File: src/design/isaPkg.sv
package isaPkg;

    // ========================================
    // Widths and opcodes
    // ========================================
    localparam int XLEN = 32;

    // Base opcodes handled by the core
    typedef enum logic [6:0] {
        LUI    = 7'b0110111,
        AUIPC  = 7'b0010111,
        JAL    = 7'b1101111,
        JALR   = 7'b1100111,
        BRANCH = 7'b1100011,
        LOAD   = 7'b0000011,
        STORE  = 7'b0100011,
        I_OP   = 7'b0010011,
        R_OP   = 7'b0110011
    } tOpcode;

    // Branch conditions
    localparam logic [2:0] F3_BEQ  = 3'b000;
    localparam logic [2:0] F3_BNE  = 3'b001;
    localparam logic [2:0] F3_BLT  = 3'b100;
    localparam logic [2:0] F3_BGE  = 3'b101;
    localparam logic [2:0] F3_BLTU = 3'b110;
    localparam logic [2:0] F3_BGEU = 3'b111;

    // ALU functions, SRL and SRA share one code
    localparam logic [2:0] F3_ADD  = 3'b000;
    localparam logic [2:0] F3_SLL  = 3'b001;
    localparam logic [2:0] F3_SLT  = 3'b010;
    localparam logic [2:0] F3_SLTU = 3'b011;
    localparam logic [2:0] F3_XOR  = 3'b100;
    localparam logic [2:0] F3_SR   = 3'b101;
    localparam logic [2:0] F3_OR   = 3'b110;
    localparam logic [2:0] F3_AND  = 3'b111;

    // funct7 bit that selects SUB and SRA
    localparam int F7_ALT_BIT = 5;

    // ========================================
    // Instruction formats
    // ========================================
    typedef struct packed {
        logic [6:0] funct7;
        logic [4:0] rs2;
        logic [4:0] rs1;
        logic [2:0] funct3;
        logic [4:0] rd;
        logic [6:0] opcode;
    } tInstrR;

    typedef struct packed {
        logic [11:0] imm11_0;
        logic [4:0]  rs1;
        logic [2:0]  funct3;
        logic [4:0]  rd;
        logic [6:0]  opcode;
    } tInstrI;

    typedef struct packed {
        logic [6:0] imm11_5;
        logic [4:0] rs2;
        logic [4:0] rs1;
        logic [2:0] funct3;
        logic [4:0] imm4_0;
        logic [6:0] opcode;
    } tInstrS;

    // Scrambled branch offset, bit 0 implied zero
    typedef struct packed {
        logic       imm12;
        logic [5:0] imm10_5;
        logic [4:0] rs2;
        logic [4:0] rs1;
        logic [2:0] funct3;
        logic [3:0] imm4_1;
        logic       imm11;
        logic [6:0] opcode;
    } tInstrB;

    typedef struct packed {
        logic [19:0] imm31_12;
        logic [4:0]  rd;
        logic [6:0]  opcode;
    } tInstrU;

    typedef struct packed {
        logic       imm20;
        logic [9:0] imm10_1;
        logic       imm11;
        logic [7:0] imm19_12;
        logic [4:0] rd;
        logic [6:0] opcode;
    } tInstrJ;

    // One fetched word, six views
    typedef union packed {
        tInstrR r;
        tInstrI i;
        tInstrS s;
        tInstrB b;
        tInstrU u;
        tInstrJ j;
    } tInstr;

endpackage

File: src/design/corePkg.sv
package corePkg;

    // ========================================
    // Sizes
    // ========================================
    // Word address width, byte address bits 9:2
    localparam int MEM_AW    = 8;
    localparam int MEM_DEPTH = 1 << MEM_AW;

    localparam logic [isaPkg::XLEN-1:0] RESET_PC = '0;

    // ========================================
    // Control
    // ========================================
    typedef enum logic [3:0] {
        ADD,
        SUB,
        SLL,
        SLT,
        SLTU,
        XOR,
        SRL,
        SRA,
        OR,
        AND,
        PASS_B
    } tAluOp;

    typedef struct packed {
        tAluOp op;
        logic  src1Pc;   // Operand 1 is PC, not rs1
        logic  src2Imm;  // Operand 2 is the immediate, not rs2
    } tCtrlAlu;

    typedef struct packed {
        logic [4:0] src1;
        logic [4:0] src2;
        logic [4:0] dst;
        logic       wrEn;
    } tCtrlRf;

    typedef struct packed {
        logic       load;
        logic       store;
        logic       branch;
        logic       jal;
        logic       jalr;
        logic [2:0] cond;
    } tCtrlMem;

    // ========================================
    // Ports and trace
    // ========================================
    typedef struct packed {
        logic                    wrEn;
        logic [MEM_AW-1:0]       addr;
        logic [isaPkg::XLEN-1:0] wrData;
    } tMemPort;

    // Image loading, toData picks the data memory
    typedef struct packed {
        logic                    strobe;
        logic                    toData;
        logic [MEM_AW-1:0]       addr;
        logic [isaPkg::XLEN-1:0] data;
    } tProgLoad;

    typedef struct packed {
        logic                    valid;
        logic [isaPkg::XLEN-1:0] pc;
        logic [4:0]              rd;
        logic [isaPkg::XLEN-1:0] data;
    } tWbTrace;

endpackage

File: src/design/exCoreAlu.sv
module exCoreAlu (
    input  logic [isaPkg::XLEN-1:0] operand1,
    input  logic [isaPkg::XLEN-1:0] operand2,
    input  corePkg::tAluOp          op,
    output logic [isaPkg::XLEN-1:0] result,
    output logic                    eq,
    output logic                    lt,
    output logic                    ltu
);

    logic [4:0] shamt;

    // Compare flags, also feed branches
    assign eq    = (operand1 == operand2);
    assign lt    = ($signed(operand1) < $signed(operand2));
    assign ltu   = (operand1 < operand2);
    // Shift amount from low five bits
    assign shamt = operand2[4:0];

    always_comb begin
        case (op)
            corePkg::ADD:    result = operand1 + operand2;
            corePkg::SUB:    result = operand1 - operand2;
            corePkg::SLL:    result = operand1 << shamt;
            corePkg::SLT:    result = {{(isaPkg::XLEN-1){1'b0}}, lt};
            corePkg::SLTU:   result = {{(isaPkg::XLEN-1){1'b0}}, ltu};
            corePkg::XOR:    result = operand1 ^ operand2;
            corePkg::SRL:    result = operand1 >> shamt;
            // Arithmetic shift keeps the sign
            corePkg::SRA:    result = $signed(operand1) >>> shamt;
            corePkg::OR:     result = operand1 | operand2;
            corePkg::AND:    result = operand1 & operand2;
            // LUI path
            corePkg::PASS_B: result = operand2;
            default:         result = '0;
        endcase
    end

endmodule

File: config.mk
export PLATFORM = sky130hd
export DESIGN_NAME = exCoreAlu
export DESIGN_NICKNAME = d
export VERILOG_FILES = /design/src/design/isaPkg.sv /design/src/design/corePkg.sv /design/src/design/exCoreAlu.sv
export SDC_FILE = /design/constraint.sdc
export NUM_CORES = 1
export LEC_CHECK = 0
export BUFFER_PORTS_ARGS = -buffer_cell sky130_fd_sc_hd__clkbuf_2
export CAP_MARGIN = 20
export CORE_AREA = 2 2 178 180
export DETAILED_ROUTE_END_ITERATION = 16
export DIE_AREA = 0 0 180 182
export PLACE_DENSITY = 0.52
export SLEW_MARGIN = 15
export SYNTH_ARGS = -nofsm -noshare
export SYNTH_HDL_FRONTEND = slang
export SYNTH_SLANG_ARGS = --single-unit
File: constraint.sdc
create_clock -name vclk -period 3.7
set_input_delay 0.185 -clock vclk [all_inputs]
set_output_delay 0.185 -clock vclk [all_outputs]
set_load 0.01 [all_outputs]
==> results_dict.tcl <==
set metrics [dict create \
    p_total_mw 1.728 \
    nets 1606 \
    initial_core_util 0.2940 \
    peakVddDrop_uv 49.93 \
    yosys_warnings 0 \
    synth-adder-area-share 0.1404 \
    grt_overflow 0 \
    grt_pass1_vias 11010 \
    finalNonFillerCells 1837 \
    die_area_mm2 0.03276 \
    final_util 0.3368 \
    cp_top_family "compound AO/OA/AOI/OAI gates" \
    power_density_mw_per_mm2 165.6 \
    fp.dieH_um 182 \
    tightest_slew_ns 0.8710 \
    cp-end-kind "primary output" \
    holdCritPathClass "primary input to primary output" \
    final_area_mm2 0.01044 \
    place_congestion 1.003 \
    synthDistinctLibCells 78 \
    firstDrtPassIters 6 \
    netlist_area_mm2 0.009110 \
    setup_viol 0 \
    vias 11880 \
    arrival_ns 3.35 \
    cp_cell_sequence "clkbuf_2, inv_1, ha_1, nor2_1, o221ai_1, a211oi_1, a221o_1, a21oi_1, o21ai_0, a221oi_1, o221ai_1, clkbuf_2" \
    report.final.slew_viol_count 0 \
    rsz0062_at_grt "false" \
    holdPathEnd "result[27]" \
    start_kind "primary input" \
    drive_gt1_frac 0.2007 \
    syn_nets 1525 \
    drtIter0Drc 1518 \
    antenna_found_initial 0 \
    min_period_over_period 0.9564 \
    fmax_mhz 282.6 \
    wire_per_inst_um 27.28 \
    fin_ws_ns 0.1614 \
    worst-path-buf-inv 3 \
    seq_area_um2 0 \
    coreArea_mm2 0.03099 \
    post_cts_buffers 0 \
    clock_buffers 0 \
    syn_inst 1356 \
    syn_to_final_growth_pct 14.54 \
    hold_depth 5 \
    totalNegativeSetupSlack_ns 0 \
    worstPathRequired_ns 3.51 \
    grtUsageTotal 0.2924 \
    p_leak_nw 4.525 \
    via_per_inst 6.467 \
    drc_errors 0 \
    dp_slack_ns 0.02579 \
    synth-compound-area-share 0.3920 \
    rows 65 \
    hold_violations 0 \
    seq_cells 0 \
    io_buffers 103 \
    drt-total-wl_mm 50.11 \
    hold_ws_ns 0.8937 \
    grt_max_degree 71 \
    crit_path_top_delay_cell "o221ai_1" \
    status "finished, final reports clean" \
    grt_pass1_wl_mm 73.22 \
    crit_path_max_fanout 8 \
    synthSimpleGateAreaFrac 0.2141 \
    synthMuxAreaShare 0.1599 \
    cp_slowest_stage_delay_ns 0.47 \
    antennaDiodeCount 0 \
    relSlewSlack 0.4166 \
    dp_hpwl_mm 40.39 \
    dp.cells 1837 \
    hp-start "operand2[27]" \
    synth.avg_cell_area_um2 6.718 \
    ant_nets 0 \
    synth_xor_area_frac 0.001923 \
    crit_type "primary input to primary output" \
    placed_area_mm2 0.01043 \
    period_minus_slack_ns 3.539 \
    die_w_um 180 \
    synth_top_family_by_area "compound AO/OA/AOI/OAI gates" \
    ios 103 \
    holdBufCountCts 0 \
    cap_viol_max_count 0 \
    ys_seq_area_frac 0 \
]
## what timing repair did
action / CTS / global route
hold endpoints to repair: 0 / 0
setup endpoints to repair: 0 / 2
resized for setup: 0 / 2
## cell type report
class	instances	area (µm²)
Timing Repair Buffer	189	1216
Fill cell	3430	20550
Inverter	100	375.4
Tap cell	402	503.0
Multi-Input combinational cell	1146	8341
## worst max path at each step
stage | start | endpoint | cells past startpoint
final | operand1[1] | result[25] | 12
after floorplan | operand2[2] | result[0] | 14
after global placement | operand1[1] | result[27] | 12
after global routing | operand1[3] | result[0] | 12
after CTS | operand1[1] | result[27] | 12
after detailed placement | operand1[1] | result[27] | 12
## cell usage after synthesis (all sizes together) (13+ instances only)
| cell type | count | area (µm²) |
|---|---|---|
| a21o | 24 | 180.2 |
| o211ai | 29 | 227.7 |
| inv | 98 | 367.9 |
| nor2b | 13 | 81.33 |
| nor3 | 22 | 115.1 |
| nand2 | 117 | 439.2 |
| ha | 99 | 1239 |
| a22oi | 25 | 187.7 |
| mux2 | 26 | 292.8 |
| nand3 | 30 | 150.1 |
| o2111ai | 13 | 113.9 |
| a221o | 13 | 130.1 |
| buf | 34 | 175.2 |
| mux2i | 33 | 330.3 |
| o21ai | 85 | 425.4 |
| o221ai | 18 | 157.7 |
| clkbuf | 76 | 285.3 |
| a211oi | 26 | 195.2 |
| nor4 | 13 | 81.33 |
| a31oi | 22 | 137.6 |
| nor2 | 156 | 585.6 |
| mux4 | 37 | 833.3 |
| a221oi | 24 | 216.5 |
| o22ai | 18 | 112.6 |
| a21oi | 135 | 679.4 |
## logic make-up (layout without fill, tap and decap cells)
family,Yosys count,in the layout
multiplexers,96,96
AO/OA/AOI/OAI,524,524
adder cells (fa/ha/maj),101,101
XOR/XNOR,2,2
buffers and inverters,210,289
AND/OR/NAND/NOR,423,423
## layout by cell type (no fill, tap or decap), types with 33 or more instances in the layout
cell / Yosys / routed
buf_4: 6 / 84
a21oi_1: 134 / 133
nand2_1: 117 / 117
clkbuf_2: 0 / 101
mux2i_1: 33 / 33
mux4_2: 37 / 37
ha_1: 99 / 99
o21ai_0: 84 / 84
nor2_1: 156 / 156
inv_1: 96 / 95
## per-layer routing
layer,track usage,vias to the layer above,share of wire
li1,-,5282,-
met1,0.4167,5810,0.44
met2,0.4489,683,0.43
met3,0.04232,105,0.089
met4,0.09821,0,0.041
met5,0,-,0
## report_power, final
group | leakage [nW] | switching, mW | total, mW | internal, mW
logic | 4.52 | 1.11 | 1.73 | 0.614
clock network | 0 | 0 | 0 | 0
registers | 0 | 0 | 0 | 0
total | 4.52 | 1.11 | 1.73 | 0.614
Note: power is estimated with default switching activity, not from simulation.
