<file path="config.mk">
export PLATFORM = sky130hd
export DESIGN_NAME = exCoreRegFile
export DESIGN_NICKNAME = d
export VERILOG_FILES = /design/src/design/isaPkg.sv /design/src/design/corePkg.sv /design/src/design/exCoreRegFile.sv
export SDC_FILE = /design/constraint.sdc
export NUM_CORES = 2
export LEC_CHECK = 0
export BUFFER_PORTS_ARGS = -buffer_cell sky130_fd_sc_hd__clkbuf_2
export CAP_MARGIN = 20
export CORE_ASPECT_RATIO = 0.5
export CORE_MARGIN = 4
export CORE_UTILIZATION = 61
export CTS_BUF_LIST = sky130_fd_sc_hd__clkbuf_8
export CTS_CLUSTER_SIZE = 20
export DETAILED_ROUTE_END_ITERATION = 8
export PLACE_DENSITY_LB_ADDON = 0.1
export SYNTH_ARGS = -nofsm -noshare
export SYNTH_HDL_FRONTEND = slang
export SYNTH_SLANG_ARGS = --single-unit
</file>
<file path="constraint.sdc">
create_clock -name Clk -period 4.5 [get_ports Clk]
set_clock_uncertainty 0.1 [all_clocks]
set_input_delay 0.675 -clock Clk [delete_from_list [all_inputs] [get_ports Clk]]
set_output_delay 0.675 -clock Clk [all_outputs]
set_load 0.01 [all_outputs]
</file>
<file path="src/design/isaPkg.sv">
package isaPkg;

    // ========================================
    // Widths and opcodes
    // ========================================
    localparam int XLEN = 32;

    // Base opcodes handled by the core
    typedef enum logic [6:0] {
        LUI    = 7'b0110111,
        AUIPC  = 7'b0010111,
        JAL    = 7'b1101111,
        JALR   = 7'b1100111,
        BRANCH = 7'b1100011,
        LOAD   = 7'b0000011,
        STORE  = 7'b0100011,
        I_OP   = 7'b0010011,
        R_OP   = 7'b0110011
    } tOpcode;

    // Branch conditions
    localparam logic [2:0] F3_BEQ  = 3'b000;
    localparam logic [2:0] F3_BNE  = 3'b001;
    localparam logic [2:0] F3_BLT  = 3'b100;
    localparam logic [2:0] F3_BGE  = 3'b101;
    localparam logic [2:0] F3_BLTU = 3'b110;
    localparam logic [2:0] F3_BGEU = 3'b111;

    // ALU functions, SRL and SRA share one code
    localparam logic [2:0] F3_ADD  = 3'b000;
    localparam logic [2:0] F3_SLL  = 3'b001;
    localparam logic [2:0] F3_SLT  = 3'b010;
    localparam logic [2:0] F3_SLTU = 3'b011;
    localparam logic [2:0] F3_XOR  = 3'b100;
    localparam logic [2:0] F3_SR   = 3'b101;
    localparam logic [2:0] F3_OR   = 3'b110;
    localparam logic [2:0] F3_AND  = 3'b111;

    // funct7 bit that selects SUB and SRA
    localparam int F7_ALT_BIT = 5;

    // ========================================
    // Instruction formats
    // ========================================
    typedef struct packed {
        logic [6:0] funct7;
        logic [4:0] rs2;
        logic [4:0] rs1;
        logic [2:0] funct3;
        logic [4:0] rd;
        logic [6:0] opcode;
    } tInstrR;

    typedef struct packed {
        logic [11:0] imm11_0;
        logic [4:0]  rs1;
        logic [2:0]  funct3;
        logic [4:0]  rd;
        logic [6:0]  opcode;
    } tInstrI;

    typedef struct packed {
        logic [6:0] imm11_5;
        logic [4:0] rs2;
        logic [4:0] rs1;
        logic [2:0] funct3;
        logic [4:0] imm4_0;
        logic [6:0] opcode;
    } tInstrS;

    // Scrambled branch offset, bit 0 implied zero
    typedef struct packed {
        logic       imm12;
        logic [5:0] imm10_5;
        logic [4:0] rs2;
        logic [4:0] rs1;
        logic [2:0] funct3;
        logic [3:0] imm4_1;
        logic       imm11;
        logic [6:0] opcode;
    } tInstrB;

    typedef struct packed {
        logic [19:0] imm31_12;
        logic [4:0]  rd;
        logic [6:0]  opcode;
    } tInstrU;

    typedef struct packed {
        logic       imm20;
        logic [9:0] imm10_1;
        logic       imm11;
        logic [7:0] imm19_12;
        logic [4:0] rd;
        logic [6:0] opcode;
    } tInstrJ;

    // One fetched word, six views
    typedef union packed {
        tInstrR r;
        tInstrI i;
        tInstrS s;
        tInstrB b;
        tInstrU u;
        tInstrJ j;
    } tInstr;

endpackage

</file>
<file path="src/design/corePkg.sv">
package corePkg;

    // ========================================
    // Sizes
    // ========================================
    // Word address width, byte address bits 9:2
    localparam int MEM_AW    = 8;
    localparam int MEM_DEPTH = 1 << MEM_AW;

    localparam logic [isaPkg::XLEN-1:0] RESET_PC = '0;

    // ========================================
    // Control
    // ========================================
    typedef enum logic [3:0] {
        ADD,
        SUB,
        SLL,
        SLT,
        SLTU,
        XOR,
        SRL,
        SRA,
        OR,
        AND,
        PASS_B
    } tAluOp;

    typedef struct packed {
        tAluOp op;
        logic  src1Pc;   // Operand 1 is PC, not rs1
        logic  src2Imm;  // Operand 2 is the immediate, not rs2
    } tCtrlAlu;

    typedef struct packed {
        logic [4:0] src1;
        logic [4:0] src2;
        logic [4:0] dst;
        logic       wrEn;
    } tCtrlRf;

    typedef struct packed {
        logic       load;
        logic       store;
        logic       branch;
        logic       jal;
        logic       jalr;
        logic [2:0] cond;
    } tCtrlMem;

    // ========================================
    // Ports and trace
    // ========================================
    typedef struct packed {
        logic                    wrEn;
        logic [MEM_AW-1:0]       addr;
        logic [isaPkg::XLEN-1:0] wrData;
    } tMemPort;

    // Image loading, toData picks the data memory
    typedef struct packed {
        logic                    strobe;
        logic                    toData;
        logic [MEM_AW-1:0]       addr;
        logic [isaPkg::XLEN-1:0] data;
    } tProgLoad;

    typedef struct packed {
        logic                    valid;
        logic [isaPkg::XLEN-1:0] pc;
        logic [4:0]              rd;
        logic [isaPkg::XLEN-1:0] data;
    } tWbTrace;

endpackage

</file>
<file path="src/design/exCoreRegFile.sv">
module exCoreRegFile (
    input  logic                    Clk,
    input  logic                    rstN,
    input  corePkg::tCtrlRf         ctrl,
    input  logic                    wrEn,
    input  logic [4:0]              wrDst,
    input  logic [isaPkg::XLEN-1:0] wrData,
    output logic [isaPkg::XLEN-1:0] rdData1,
    output logic [isaPkg::XLEN-1:0] rdData2
);

    logic [isaPkg::XLEN-1:0] regs [32];

    // Q102 result lands at the clock edge and x0 is never written
    always_ff @(posedge Clk or negedge rstN) begin
        if (!rstN) begin
            for (int i = 0; i < 32; i++) begin
                regs[i] <= '0;
            end
        end else if (wrEn && (wrDst != 5'd0)) begin
            regs[wrDst] <= wrData;
        end
    end

    // Async reads for Q101
    assign rdData1 = regs[ctrl.src1];
    assign rdData2 = regs[ctrl.src2];

    // Upstream drops every write aimed at x0
    noX0Write: assert property (@(posedge Clk) disable iff (!rstN)
        !(wrEn && (wrDst == 5'd0)));

endmodule

</file>
==> impl_results.rst <==
.. list-table::
   :header-rows: 1

   * - Metric
     - Value
   * - Result of the run
     - completed
   * - Worst-margin pin slew
     - 1.24 ns
   * - Share of Yosys cell area claimed by the top area cell type
     - 45.8%
   * - Post-route antenna net violation count
     - 0
   * - Initial cell density of the core
     - 61.6%
   * - Distinct cells, synth
     - 28
   * - Final-layout worst hold slack
     - 0.303 ns
   * - I/O Pins
     - 120
   * - Global-route congestion overflow total
     - 0
   * - Fin. max-slew vios
     - 0
   * - CP Data Arrival Time
     - 2.93 ns
   * - Largest register by flop count
     - regs
   * - Cell count after synthesis
     - 4,601
   * - Clock buffer count from CTS
     - 150
   * - Synthesized-area fraction occupied by and/or/nand/nor cells
     - 4.39%
   * - Max rail drop VDD
     - 0.226 mV
   * - Dominant combinational cell family by area after synthesis
     - multiplexers
   * - Startpoint of the worst setup timing path
     - ctrl[9]
   * - Setup Fix Bufs, Post-CTS
     - 0
   * - Overall die area
     - 96,900 um^2
   * - Worst-skew pair later-pin latency
     - 0.82 ns
   * - Number of vias per cell after detailed routing
     - 6.89
   * - Maximum clock frequency
     - 270 MHz
   * - Fill cell count
     - 6,825
   * - Number of remaining DRC errors
     - 0
   * - Number of rows created at floorplan
     - 78
   * - Cell Chain, Critical Path
     - clkbuf_2, or2_2, nor3_1, a31oi_1, nand3_1, clkbuf_2
   * - CP peak stage delay
     - 0.86 ns
   * - Y dimension of the die
     - 222 um
   * - Registers with the highest flip-flop counts
     - regs x1024
   * - Cell area reported after detailed placement
     - 57,900 um^2
   * - Global-route wire length before repair
     - 265,000 um
   * - Max transition margin
     - 17.0%
   * - Minimum clock period
     - 3.71 ns
   * - Endpoints failing setup
     - 0
   * - Sequential cell area in the final layout
     - 25,600 um^2
   * - Number of nets in the final layout
     - 4,650
   * - Endpoint of the worst hold path
     - regs[995]$_DFFE_PN0P_
   * - Clk pin slew, worst setup/hold paths
     - 0.07 ns
   * - Setup_tns
     - 0 ns
   * - Worst EP required
     - 3.72 ns
   * - Launch instance of the worst min-delay path
     - regs[995]$_DFFE_PN0P_
   * - Routed WL
     - 179,000 um
   * - Pre-CTS worst setup slack
     - 0.866 ns
   * - Count of cells along the worst hold path
     - 0
   * - Max reg flops
     - 1,024
   * - Clock tree from TritonCTS
     - built
   * - Utilization of the core after routing
     - 67.1%
   * - Violation count after the first detailed-route iteration
     - 4,444
   * - Sequential element share of the synthesized area
     - 45.8%
   * - XOR/XNOR Fraction of Synth Area
     - 0%
   * - Clock net sink count
     - 1,024
   * - RePlAce Congestion
     - 0.839
   * - Total routing resource utilization after global routing
     - 36.3%
   * - Number of cells on the worst reg-to-reg path
     - 1
   * - CP endpoint kind
     - output pin
   * - Multi-input gate area
     - 27,900 um^2
   * - Reg-to-reg endpoint
     - regs[9]$_DFFE_PN0P_
   * - Count of buffers inserted at the top-level ports
     - 113
   * - Warning count from the yosys run
     - 0
   * - DIE WIDTH
     - 436 um
   * - Number of global-route vias before repair
     - 40,600
   * - Count of maximum capacitance violations
     - 0
   * - Largest buffer count on any clock path
     - 3
   * - Final Cell Area
     - 60,900 um^2
   * - Core region area
     - 90,800 um^2
   * - Routed wire per std cell
     - 30.3 um
   * - Buffers plus inverters on the worst setup path
     - 2
   * - Mux contribution to synthesized area
     - 38.3%
   * - Clock H-tree levels
     - 4
   * - Final-report hold violation count
     - 0
   * - RSZ-0062 raised after global routing
     - no
   * - Fraction of final layout cells with drive strength greater than 1
     - 32.4%
   * - Net count of the mapped netlist
     - 4,657
   * - HPWL after detailed placement
     - 106,000 um
   * - Portion of the clock cycle consumed by the worst path in the final layout
     - 82.4%
   * - HP Class
     - reg -> reg
   * - Yosys reg bits
     - 1,024
   * - Kind of start point of the critical path
     - input pin
   * - Biggest area consumer among synthesized cells
     - dfrtp_1
   * - Reg-to-reg startpoint
     - regs[9]$_DFFE_PN0P_
   * - Smallest setup slack after layout
     - 0.793 ns
   * - Type of the worst setup path
     - in -> out
   * - Hold_buf cts
     - 1
   * - Top library cells by usage in the layout, fill and taps aside
     - mux2i_1 (1,024), dfrtp_1 (1,024), mux2_2 (953)
   * - Number of cells upsized or downsized after cts
     - 0
   * - Instance count on the critical path
     - 6
   * - Mean Syn Cell Area
     - 12.2 um^2
   * - Dominant cell type by count on the critical path
     - clkbuf_2
   * - Power per standard cell area
     - 416 nW/um^2
   * - Total via count in the routed design
     - 40,700
   * - CTS root buf
     - clkbuf_8
   * - Leakage Power
     - 0.0292 uW
   * - Synth-to-layout area growth
     - 8.79%
   * - Number of optimization iterations in the first detailed-route pass
     - 5
   * - Largest fanout of any net on the critical path
     - 24
   * - Cell area after synthesis
     - 55,900 um^2
   * - Largest net degree at the start of global routing
     - 97
   * - Area contributors post-synth
     - dfrtp_1 (46%), mux2_2 (19%), mux2i_1 (18%)
   * - Area fraction in compound gates after synthesis
     - 7.01%
   * - Adder-cell share of the synthesized area
     - 0%
   * - Cell with the biggest individual delay on the critical path
     - or2_2
   * - Setup slack, reg-to-reg
     - 3.59 ns
   * - Antenna violations before repair
     - 8
   * - Largest delay share family, worst path
     - simple AND/OR/NAND/NOR gates
cell usage after synthesis, drive strengths merged:
library cell,n
and3,1
mux2,992
nand3,194
or3b,1
buf,249
and2,2
nand2,210
a21oi,192
dfrtp,1024
a22oi,192
nor2b,4
nor3,65
a22o,128
nor3b,4
clkbuf,224
and3b,1
nand3b,4
a31oi,64
nor2,19
mux2i,1024
or2,3
nand2b,4
routing by layer:
layer  global-route usage (%)  up-vias  routed length (um)
li1                         -    16900                   -
met1                     52.9    21300               78300
met2                     53.1     1953               76900
met3                     7.50      468               16300
met4                     15.0        2                7460
met5                        0        -                  13
worst max path at each step:
stage / to / slack (ns)
after floorplan: rdData1[11] / 1.81
after global placement: rdData2[12] / 0.91
after detailed placement: rdData1[4] / 0.87
after CTS: rdData1[4] / 0.86
after global routing: rdData1[4] / 0.78
final: rdData2[0] / 0.79
report_power, final:
group          switching (uW)  internal [uW]
registers                1320          11000
logic                    2580           2730
clock network            3720           4010
total                    7620          17700
cell type report:
| cell class | instances | area share (%) |
|---|---|---|
| clock inverter | 64 | 0.641 |
| timing repair buffer | 314 | 4.65 |
| sequential | 1024 | 42.1 |
| multi-input combinational | 3104 | 45.9 |
| antenna | 6 | 0.0247 |
| clock buffer | 188 | 4.25 |
| tap | 1200 | 2.47 |
through the flow:
stage / instances / power (uW)
floorplan: 4601 / 15900
global placement: 5640 / 17300
CTS: 5894 / 25300
global route: 5896 / 26400
detailed placement: 5641 / 17600
finish: 5900 / 25300
cells by family (layout without fill, tap and decap cells):
kind of cell | count (synthesis) | after routing
compound gates | 576 | 576
buf+inv | 473 | 566
flops | 1024 | 1024
mux | 2016 | 2016
other cells | 0 | 6
simple gates | 512 | 512
(Power assumes the default switching activity.)
