==> src/design/isaPkg.sv <==
package isaPkg;

    // ========================================
    // Widths and opcodes
    // ========================================
    localparam int XLEN = 32;

    // Base opcodes handled by the core
    typedef enum logic [6:0] {
        LUI    = 7'b0110111,
        AUIPC  = 7'b0010111,
        JAL    = 7'b1101111,
        JALR   = 7'b1100111,
        BRANCH = 7'b1100011,
        LOAD   = 7'b0000011,
        STORE  = 7'b0100011,
        I_OP   = 7'b0010011,
        R_OP   = 7'b0110011
    } tOpcode;

    // Branch conditions
    localparam logic [2:0] F3_BEQ  = 3'b000;
    localparam logic [2:0] F3_BNE  = 3'b001;
    localparam logic [2:0] F3_BLT  = 3'b100;
    localparam logic [2:0] F3_BGE  = 3'b101;
    localparam logic [2:0] F3_BLTU = 3'b110;
    localparam logic [2:0] F3_BGEU = 3'b111;

    // ALU functions, SRL and SRA share one code
    localparam logic [2:0] F3_ADD  = 3'b000;
    localparam logic [2:0] F3_SLL  = 3'b001;
    localparam logic [2:0] F3_SLT  = 3'b010;
    localparam logic [2:0] F3_SLTU = 3'b011;
    localparam logic [2:0] F3_XOR  = 3'b100;
    localparam logic [2:0] F3_SR   = 3'b101;
    localparam logic [2:0] F3_OR   = 3'b110;
    localparam logic [2:0] F3_AND  = 3'b111;

    // funct7 bit that selects SUB and SRA
    localparam int F7_ALT_BIT = 5;

    // ========================================
    // Instruction formats
    // ========================================
    typedef struct packed {
        logic [6:0] funct7;
        logic [4:0] rs2;
        logic [4:0] rs1;
        logic [2:0] funct3;
        logic [4:0] rd;
        logic [6:0] opcode;
    } tInstrR;

    typedef struct packed {
        logic [11:0] imm11_0;
        logic [4:0]  rs1;
        logic [2:0]  funct3;
        logic [4:0]  rd;
        logic [6:0]  opcode;
    } tInstrI;

    typedef struct packed {
        logic [6:0] imm11_5;
        logic [4:0] rs2;
        logic [4:0] rs1;
        logic [2:0] funct3;
        logic [4:0] imm4_0;
        logic [6:0] opcode;
    } tInstrS;

    // Scrambled branch offset, bit 0 implied zero
    typedef struct packed {
        logic       imm12;
        logic [5:0] imm10_5;
        logic [4:0] rs2;
        logic [4:0] rs1;
        logic [2:0] funct3;
        logic [3:0] imm4_1;
        logic       imm11;
        logic [6:0] opcode;
    } tInstrB;

    typedef struct packed {
        logic [19:0] imm31_12;
        logic [4:0]  rd;
        logic [6:0]  opcode;
    } tInstrU;

    typedef struct packed {
        logic       imm20;
        logic [9:0] imm10_1;
        logic       imm11;
        logic [7:0] imm19_12;
        logic [4:0] rd;
        logic [6:0] opcode;
    } tInstrJ;

    // One fetched word, six views
    typedef union packed {
        tInstrR r;
        tInstrI i;
        tInstrS s;
        tInstrB b;
        tInstrU u;
        tInstrJ j;
    } tInstr;

endpackage

==> src/design/corePkg.sv <==
package corePkg;

    // ========================================
    // Sizes
    // ========================================
    // Word address width, byte address bits 9:2
    localparam int MEM_AW    = 8;
    localparam int MEM_DEPTH = 1 << MEM_AW;

    localparam logic [isaPkg::XLEN-1:0] RESET_PC = '0;

    // ========================================
    // Control
    // ========================================
    typedef enum logic [3:0] {
        ADD,
        SUB,
        SLL,
        SLT,
        SLTU,
        XOR,
        SRL,
        SRA,
        OR,
        AND,
        PASS_B
    } tAluOp;

    typedef struct packed {
        tAluOp op;
        logic  src1Pc;   // Operand 1 is PC, not rs1
        logic  src2Imm;  // Operand 2 is the immediate, not rs2
    } tCtrlAlu;

    typedef struct packed {
        logic [4:0] src1;
        logic [4:0] src2;
        logic [4:0] dst;
        logic       wrEn;
    } tCtrlRf;

    typedef struct packed {
        logic       load;
        logic       store;
        logic       branch;
        logic       jal;
        logic       jalr;
        logic [2:0] cond;
    } tCtrlMem;

    // ========================================
    // Ports and trace
    // ========================================
    typedef struct packed {
        logic                    wrEn;
        logic [MEM_AW-1:0]       addr;
        logic [isaPkg::XLEN-1:0] wrData;
    } tMemPort;

    // Image loading, toData picks the data memory
    typedef struct packed {
        logic                    strobe;
        logic                    toData;
        logic [MEM_AW-1:0]       addr;
        logic [isaPkg::XLEN-1:0] data;
    } tProgLoad;

    typedef struct packed {
        logic                    valid;
        logic [isaPkg::XLEN-1:0] pc;
        logic [4:0]              rd;
        logic [isaPkg::XLEN-1:0] data;
    } tWbTrace;

endpackage

==> src/design/exCoreDecoder.sv <==
module exCoreDecoder (
    input  isaPkg::tInstr           instruction,
    output isaPkg::tOpcode          opcode,
    output corePkg::tCtrlAlu        ctrlAlu,
    output corePkg::tCtrlRf         ctrlRf,
    output corePkg::tCtrlMem        ctrlMem,
    output logic [isaPkg::XLEN-1:0] imm
);

    // Maps funct3 to an ALU op
    // The alt bit selects SUB on register ops and SRA on both
    function automatic corePkg::tAluOp aluOp(
        input logic [2:0] funct3,
        input logic       alt,
        input logic       regOp
    );
        case (funct3)
            isaPkg::F3_ADD:  aluOp = (alt && regOp) ? corePkg::SUB : corePkg::ADD;
            isaPkg::F3_SLL:  aluOp = corePkg::SLL;
            isaPkg::F3_SLT:  aluOp = corePkg::SLT;
            isaPkg::F3_SLTU: aluOp = corePkg::SLTU;
            isaPkg::F3_XOR:  aluOp = corePkg::XOR;
            isaPkg::F3_SR:   aluOp = alt ? corePkg::SRA : corePkg::SRL;
            isaPkg::F3_OR:   aluOp = corePkg::OR;
            default:         aluOp = corePkg::AND;
        endcase
    endfunction

    assign opcode = isaPkg::tOpcode'(instruction.r.opcode);

    always_comb begin
        // Defaults describe a no-op
        ctrlAlu.op      = corePkg::ADD;
        ctrlAlu.src1Pc  = 1'b0;
        ctrlAlu.src2Imm = 1'b1;
        ctrlRf.src1     = instruction.r.rs1;
        ctrlRf.src2     = instruction.r.rs2;
        ctrlRf.dst      = instruction.r.rd;
        ctrlRf.wrEn     = 1'b0;
        ctrlMem         = '0;
        ctrlMem.cond    = instruction.b.funct3;
        imm             = '0;

        case (opcode)
            isaPkg::LUI: begin
                imm         = {instruction.u.imm31_12, 12'b0};
                ctrlAlu.op  = corePkg::PASS_B;
                ctrlRf.wrEn = 1'b1;
            end
            isaPkg::AUIPC: begin
                imm            = {instruction.u.imm31_12, 12'b0};
                ctrlAlu.src1Pc = 1'b1;
                ctrlRf.wrEn    = 1'b1;
            end
            isaPkg::JAL: begin
                imm = {{11{instruction.j.imm20}}, instruction.j.imm20,
                       instruction.j.imm19_12, instruction.j.imm11,
                       instruction.j.imm10_1, 1'b0};
                ctrlAlu.src1Pc = 1'b1;
                ctrlRf.wrEn    = 1'b1;
                ctrlMem.jal    = 1'b1;
            end
            isaPkg::JALR: begin
                imm = {{20{instruction.i.imm11_0[11]}}, instruction.i.imm11_0};
                ctrlRf.wrEn  = 1'b1;
                ctrlMem.jalr = 1'b1;
            end
            // ALU compares rs1 with rs2 while the core adds the offset
            isaPkg::BRANCH: begin
                imm = {{19{instruction.b.imm12}}, instruction.b.imm12,
                       instruction.b.imm11, instruction.b.imm10_5,
                       instruction.b.imm4_1, 1'b0};
                ctrlAlu.op      = corePkg::SUB;
                ctrlAlu.src2Imm = 1'b0;
                ctrlMem.branch  = 1'b1;
            end
            isaPkg::LOAD: begin
                imm = {{20{instruction.i.imm11_0[11]}}, instruction.i.imm11_0};
                ctrlRf.wrEn  = 1'b1;
                ctrlMem.load = 1'b1;
            end
            isaPkg::STORE: begin
                imm = {{20{instruction.s.imm11_5[6]}}, instruction.s.imm11_5,
                       instruction.s.imm4_0};
                ctrlMem.store = 1'b1;
            end
            isaPkg::I_OP: begin
                imm = {{20{instruction.i.imm11_0[11]}}, instruction.i.imm11_0};
                ctrlAlu.op  = aluOp(instruction.i.funct3,
                                    instruction.r.funct7[isaPkg::F7_ALT_BIT], 1'b0);
                ctrlRf.wrEn = 1'b1;
            end
            isaPkg::R_OP: begin
                ctrlAlu.op      = aluOp(instruction.r.funct3,
                                        instruction.r.funct7[isaPkg::F7_ALT_BIT], 1'b1);
                ctrlAlu.src2Imm = 1'b0;
                ctrlRf.wrEn     = 1'b1;
            end
            default: begin
                // Illegal opcodes leave every enable low
            end
        endcase

        // Writes to x0 are dropped here
        if (ctrlRf.dst == 5'd0) begin
            ctrlRf.wrEn = 1'b0;
        end
    end

endmodule

==> config.mk <==
export PLATFORM = sky130hd
export DESIGN_NAME = exCoreDecoder
export DESIGN_NICKNAME = d
export VERILOG_FILES = /design/src/design/isaPkg.sv /design/src/design/corePkg.sv /design/src/design/exCoreDecoder.sv
export SDC_FILE = /design/constraint.sdc
export NUM_CORES = 1
export LEC_CHECK = 0
export BUFFER_PORTS_ARGS = -buffer_cell sky130_fd_sc_hd__buf_2
export CORE_AREA = 4 4 74 49
export DETAILED_ROUTE_END_ITERATION = 10
export DIE_AREA = 0 0 78 53
export PLACE_DENSITY_LB_ADDON = 0.12
export SLEW_MARGIN = 15
export SYNTH_ARGS = -nofsm -noshare
export SYNTH_HDL_FRONTEND = slang
export SYNTH_SLANG_ARGS = --single-unit
==> constraint.sdc <==
create_clock -name vclk -period 1.3
set_input_delay 0.26 -clock vclk [all_inputs]
set_output_delay 0.26 -clock vclk [all_outputs]
set_load 0.03 [all_outputs]
==> flow_summary.ini <==
[routing]
first_pass_iters = 4
drc_errors = 0
wl_um = 4780
vias = 1465
drtIter0Drc = 57
ant_nets = 0
detail_route.wl_per_cell_um = 15.8
via_per_inst = 4.83

[synthesis]
synth-warning-count = 0
synth.cell_area_sq_um = 938
synth.top_cells.by_area = buf_4 (22%), a21o_1 (15%), nor2_1 (4.8%)
postSynthAreaPerCell_sq_um = 6.90
synth_common_cells = buf_4 (27), a21o_1 (19), nor2_1 (12)
yosysSeqAreaShare_pct = 0
syn-num-nets = 168
synthDominantCellAreaShare_pct = 21.6
yosysTopAreaCell = buf_4
synth_cell_types = 41
yosysMostFrequentCell = buf_4
synth_cells = 136

[global_route]
grt_busiest_layer = met2
grt_max_degree = 11
grtUsageMet3_pct = 2.21
met1_usage_pct = 26.5
grt_use_met2_pct = 40.5
grt_usage_pct = 21.0
first_global_vias = 1426
antenna_found_initial = 0
overflow = 0
grt_pass1_wl_um = 6980

[layout]
instances_no_fill = 303
n_fill_cell = 187
seq_cell_count = 0
syn2layout_area_growth_pct = 163
seq_area_sq_um = 0
nets = 292
drive_gt1_share_pct = 85.3
clock_buffer_count = 0
num_antenna_cells = 0

[timing]
tightest_slew_ps = 398
grt_setup_unrepaired = true
whs_ps = 787
worst_slack_ps = -349
clock.fmax_ghz = 0.606
slew_viol_final = 0
fin_crit_ps = 1650
hold_viol = 0
fin_crit_sh_pct = 127
setup_viol = 44
slew-limit-headroom_pct = 73.2

[floorplanning]
dieArea_sq_mm = 0.00413
ioPinCount = 101
rows = 16
die_h_um = 53
initial_core_util_pct = 31.0
dieWidth_um = 78
coreArea_sq_mm = 0.00302

[worst_setup_path]
endpoint_kind = output port
crit_type = primary input to output port
cp.required_ps = 1040
critPathMaxFanout = 5
cp.arrival_ps = 1390
cp-start-kind = primary input

[power]
fin_total_pwr_mw = 0.687
p_per_area_mw_per_mm2 = 278
max-vdd-ir-drop_mv = 0.149
p_leak_nw = 1.23

[clocking]
cts_hold_buf = 0

[placement]
dp_hpwl_um = 3350
gp_congestion = 0.902
dp_cells = 294
place_ws_ps = -465
portBuffers = 101

[hold_path]
hp-start = instruction[18]
hp-class = primary input to output port
hold_end = ctrlRf[14]
holdPathStages = 2

[outcome]
violations = setup timing
status = finished with violations

[run]
drv_cap = 0
[cell families after synthesis]
kind of cell    count (synthesis)  share of synthesized area (%)
simple gates                   56                           35.9
compound gates                 44                           35.9
xor+xnor                        1                          0.934
buf+inv                        35                           27.3
[worst max-delay path by stage]
| stage | start | endpoint | slack, ps | cells past startpoint |
|---|---|---|---|---|
| final | instruction[4] | imm[28] | -350 | 7 |
| after CTS | instruction[4] | imm[29] | -350 | 7 |
| after floorplan | instruction[5] | imm[0] | -220 | 5 |
| after detailed placement | instruction[3] | imm[0] | -460 | 7 |
| after global placement | instruction[3] | imm[0] | -420 | 7 |
| after global routing | instruction[4] | imm[13] | -430 | 7 |
[per-stage QoR]
step | instance area (sq um) | utilization, % | TNS (ps)
5_1_grt | 2470 | 81.8 | -15110
4_1_cts | 2330 | 77.1 | -11910
2_1_floorplan | 1180 | - | -4220
3_3_place_gp | 1840 | 60.8 | -15320
6_report | 2470 | 81.8 | -12410
3_5_place_dp | 1840 | 60.8 | -16340
[where the power goes]
part	internal [mW]	total (mW)	switching, mW
clock	0	0	0
combinational	0.305	0.687	0.382
sequential	0	0	0
total	0.305	0.687	0.382
[layout by cell type, fill, tap and decap left out, types with 4 or more instances in the layout]
master   instances
a21o_4          11
a21o_1           9
buf_2           51
buf_4           41
nand3_4          4
buf_6           54
a22o_2           4
nor2_1           7
nor2_4           5
nor2b_4          7
nand2_1          7
a21oi_4          6
[layout make-up]
class                      count  area (sq um)  share of cell area, %
tap                           45          56.3                   2.28
multi-input combinational    101          1100                   44.4
inverter                       4          17.5                  0.709
timing repair buffer         153          1300                   52.6
[critical path, cell delays in order]
cell and delay (ps):
buf_8 100, and2b_2 260, o2111ai_4 130, a21oi_4 230, clkbuf_16 180, a21o_4 90, buf_6 120
[routing by layer]
metal / up-vias / wire, um
li1: 709 / -
met1: 701 / 1950
met2: 49 / 2540
met3: 6 / 231
met4: 0 / 67
met5: - / 0
[timing repair]
| item | in CTS | in global routing |
|---|---|---|
| resized for setup | 127 | 25 |
| endpoints found under the setup margin | 44 | 44 |
| cloned | 1 | 0 |
| buffers inserted | 2 | 6 |
| pin swaps | 24 | 6 |
Note: power is estimated with default switching activity, not from simulation.
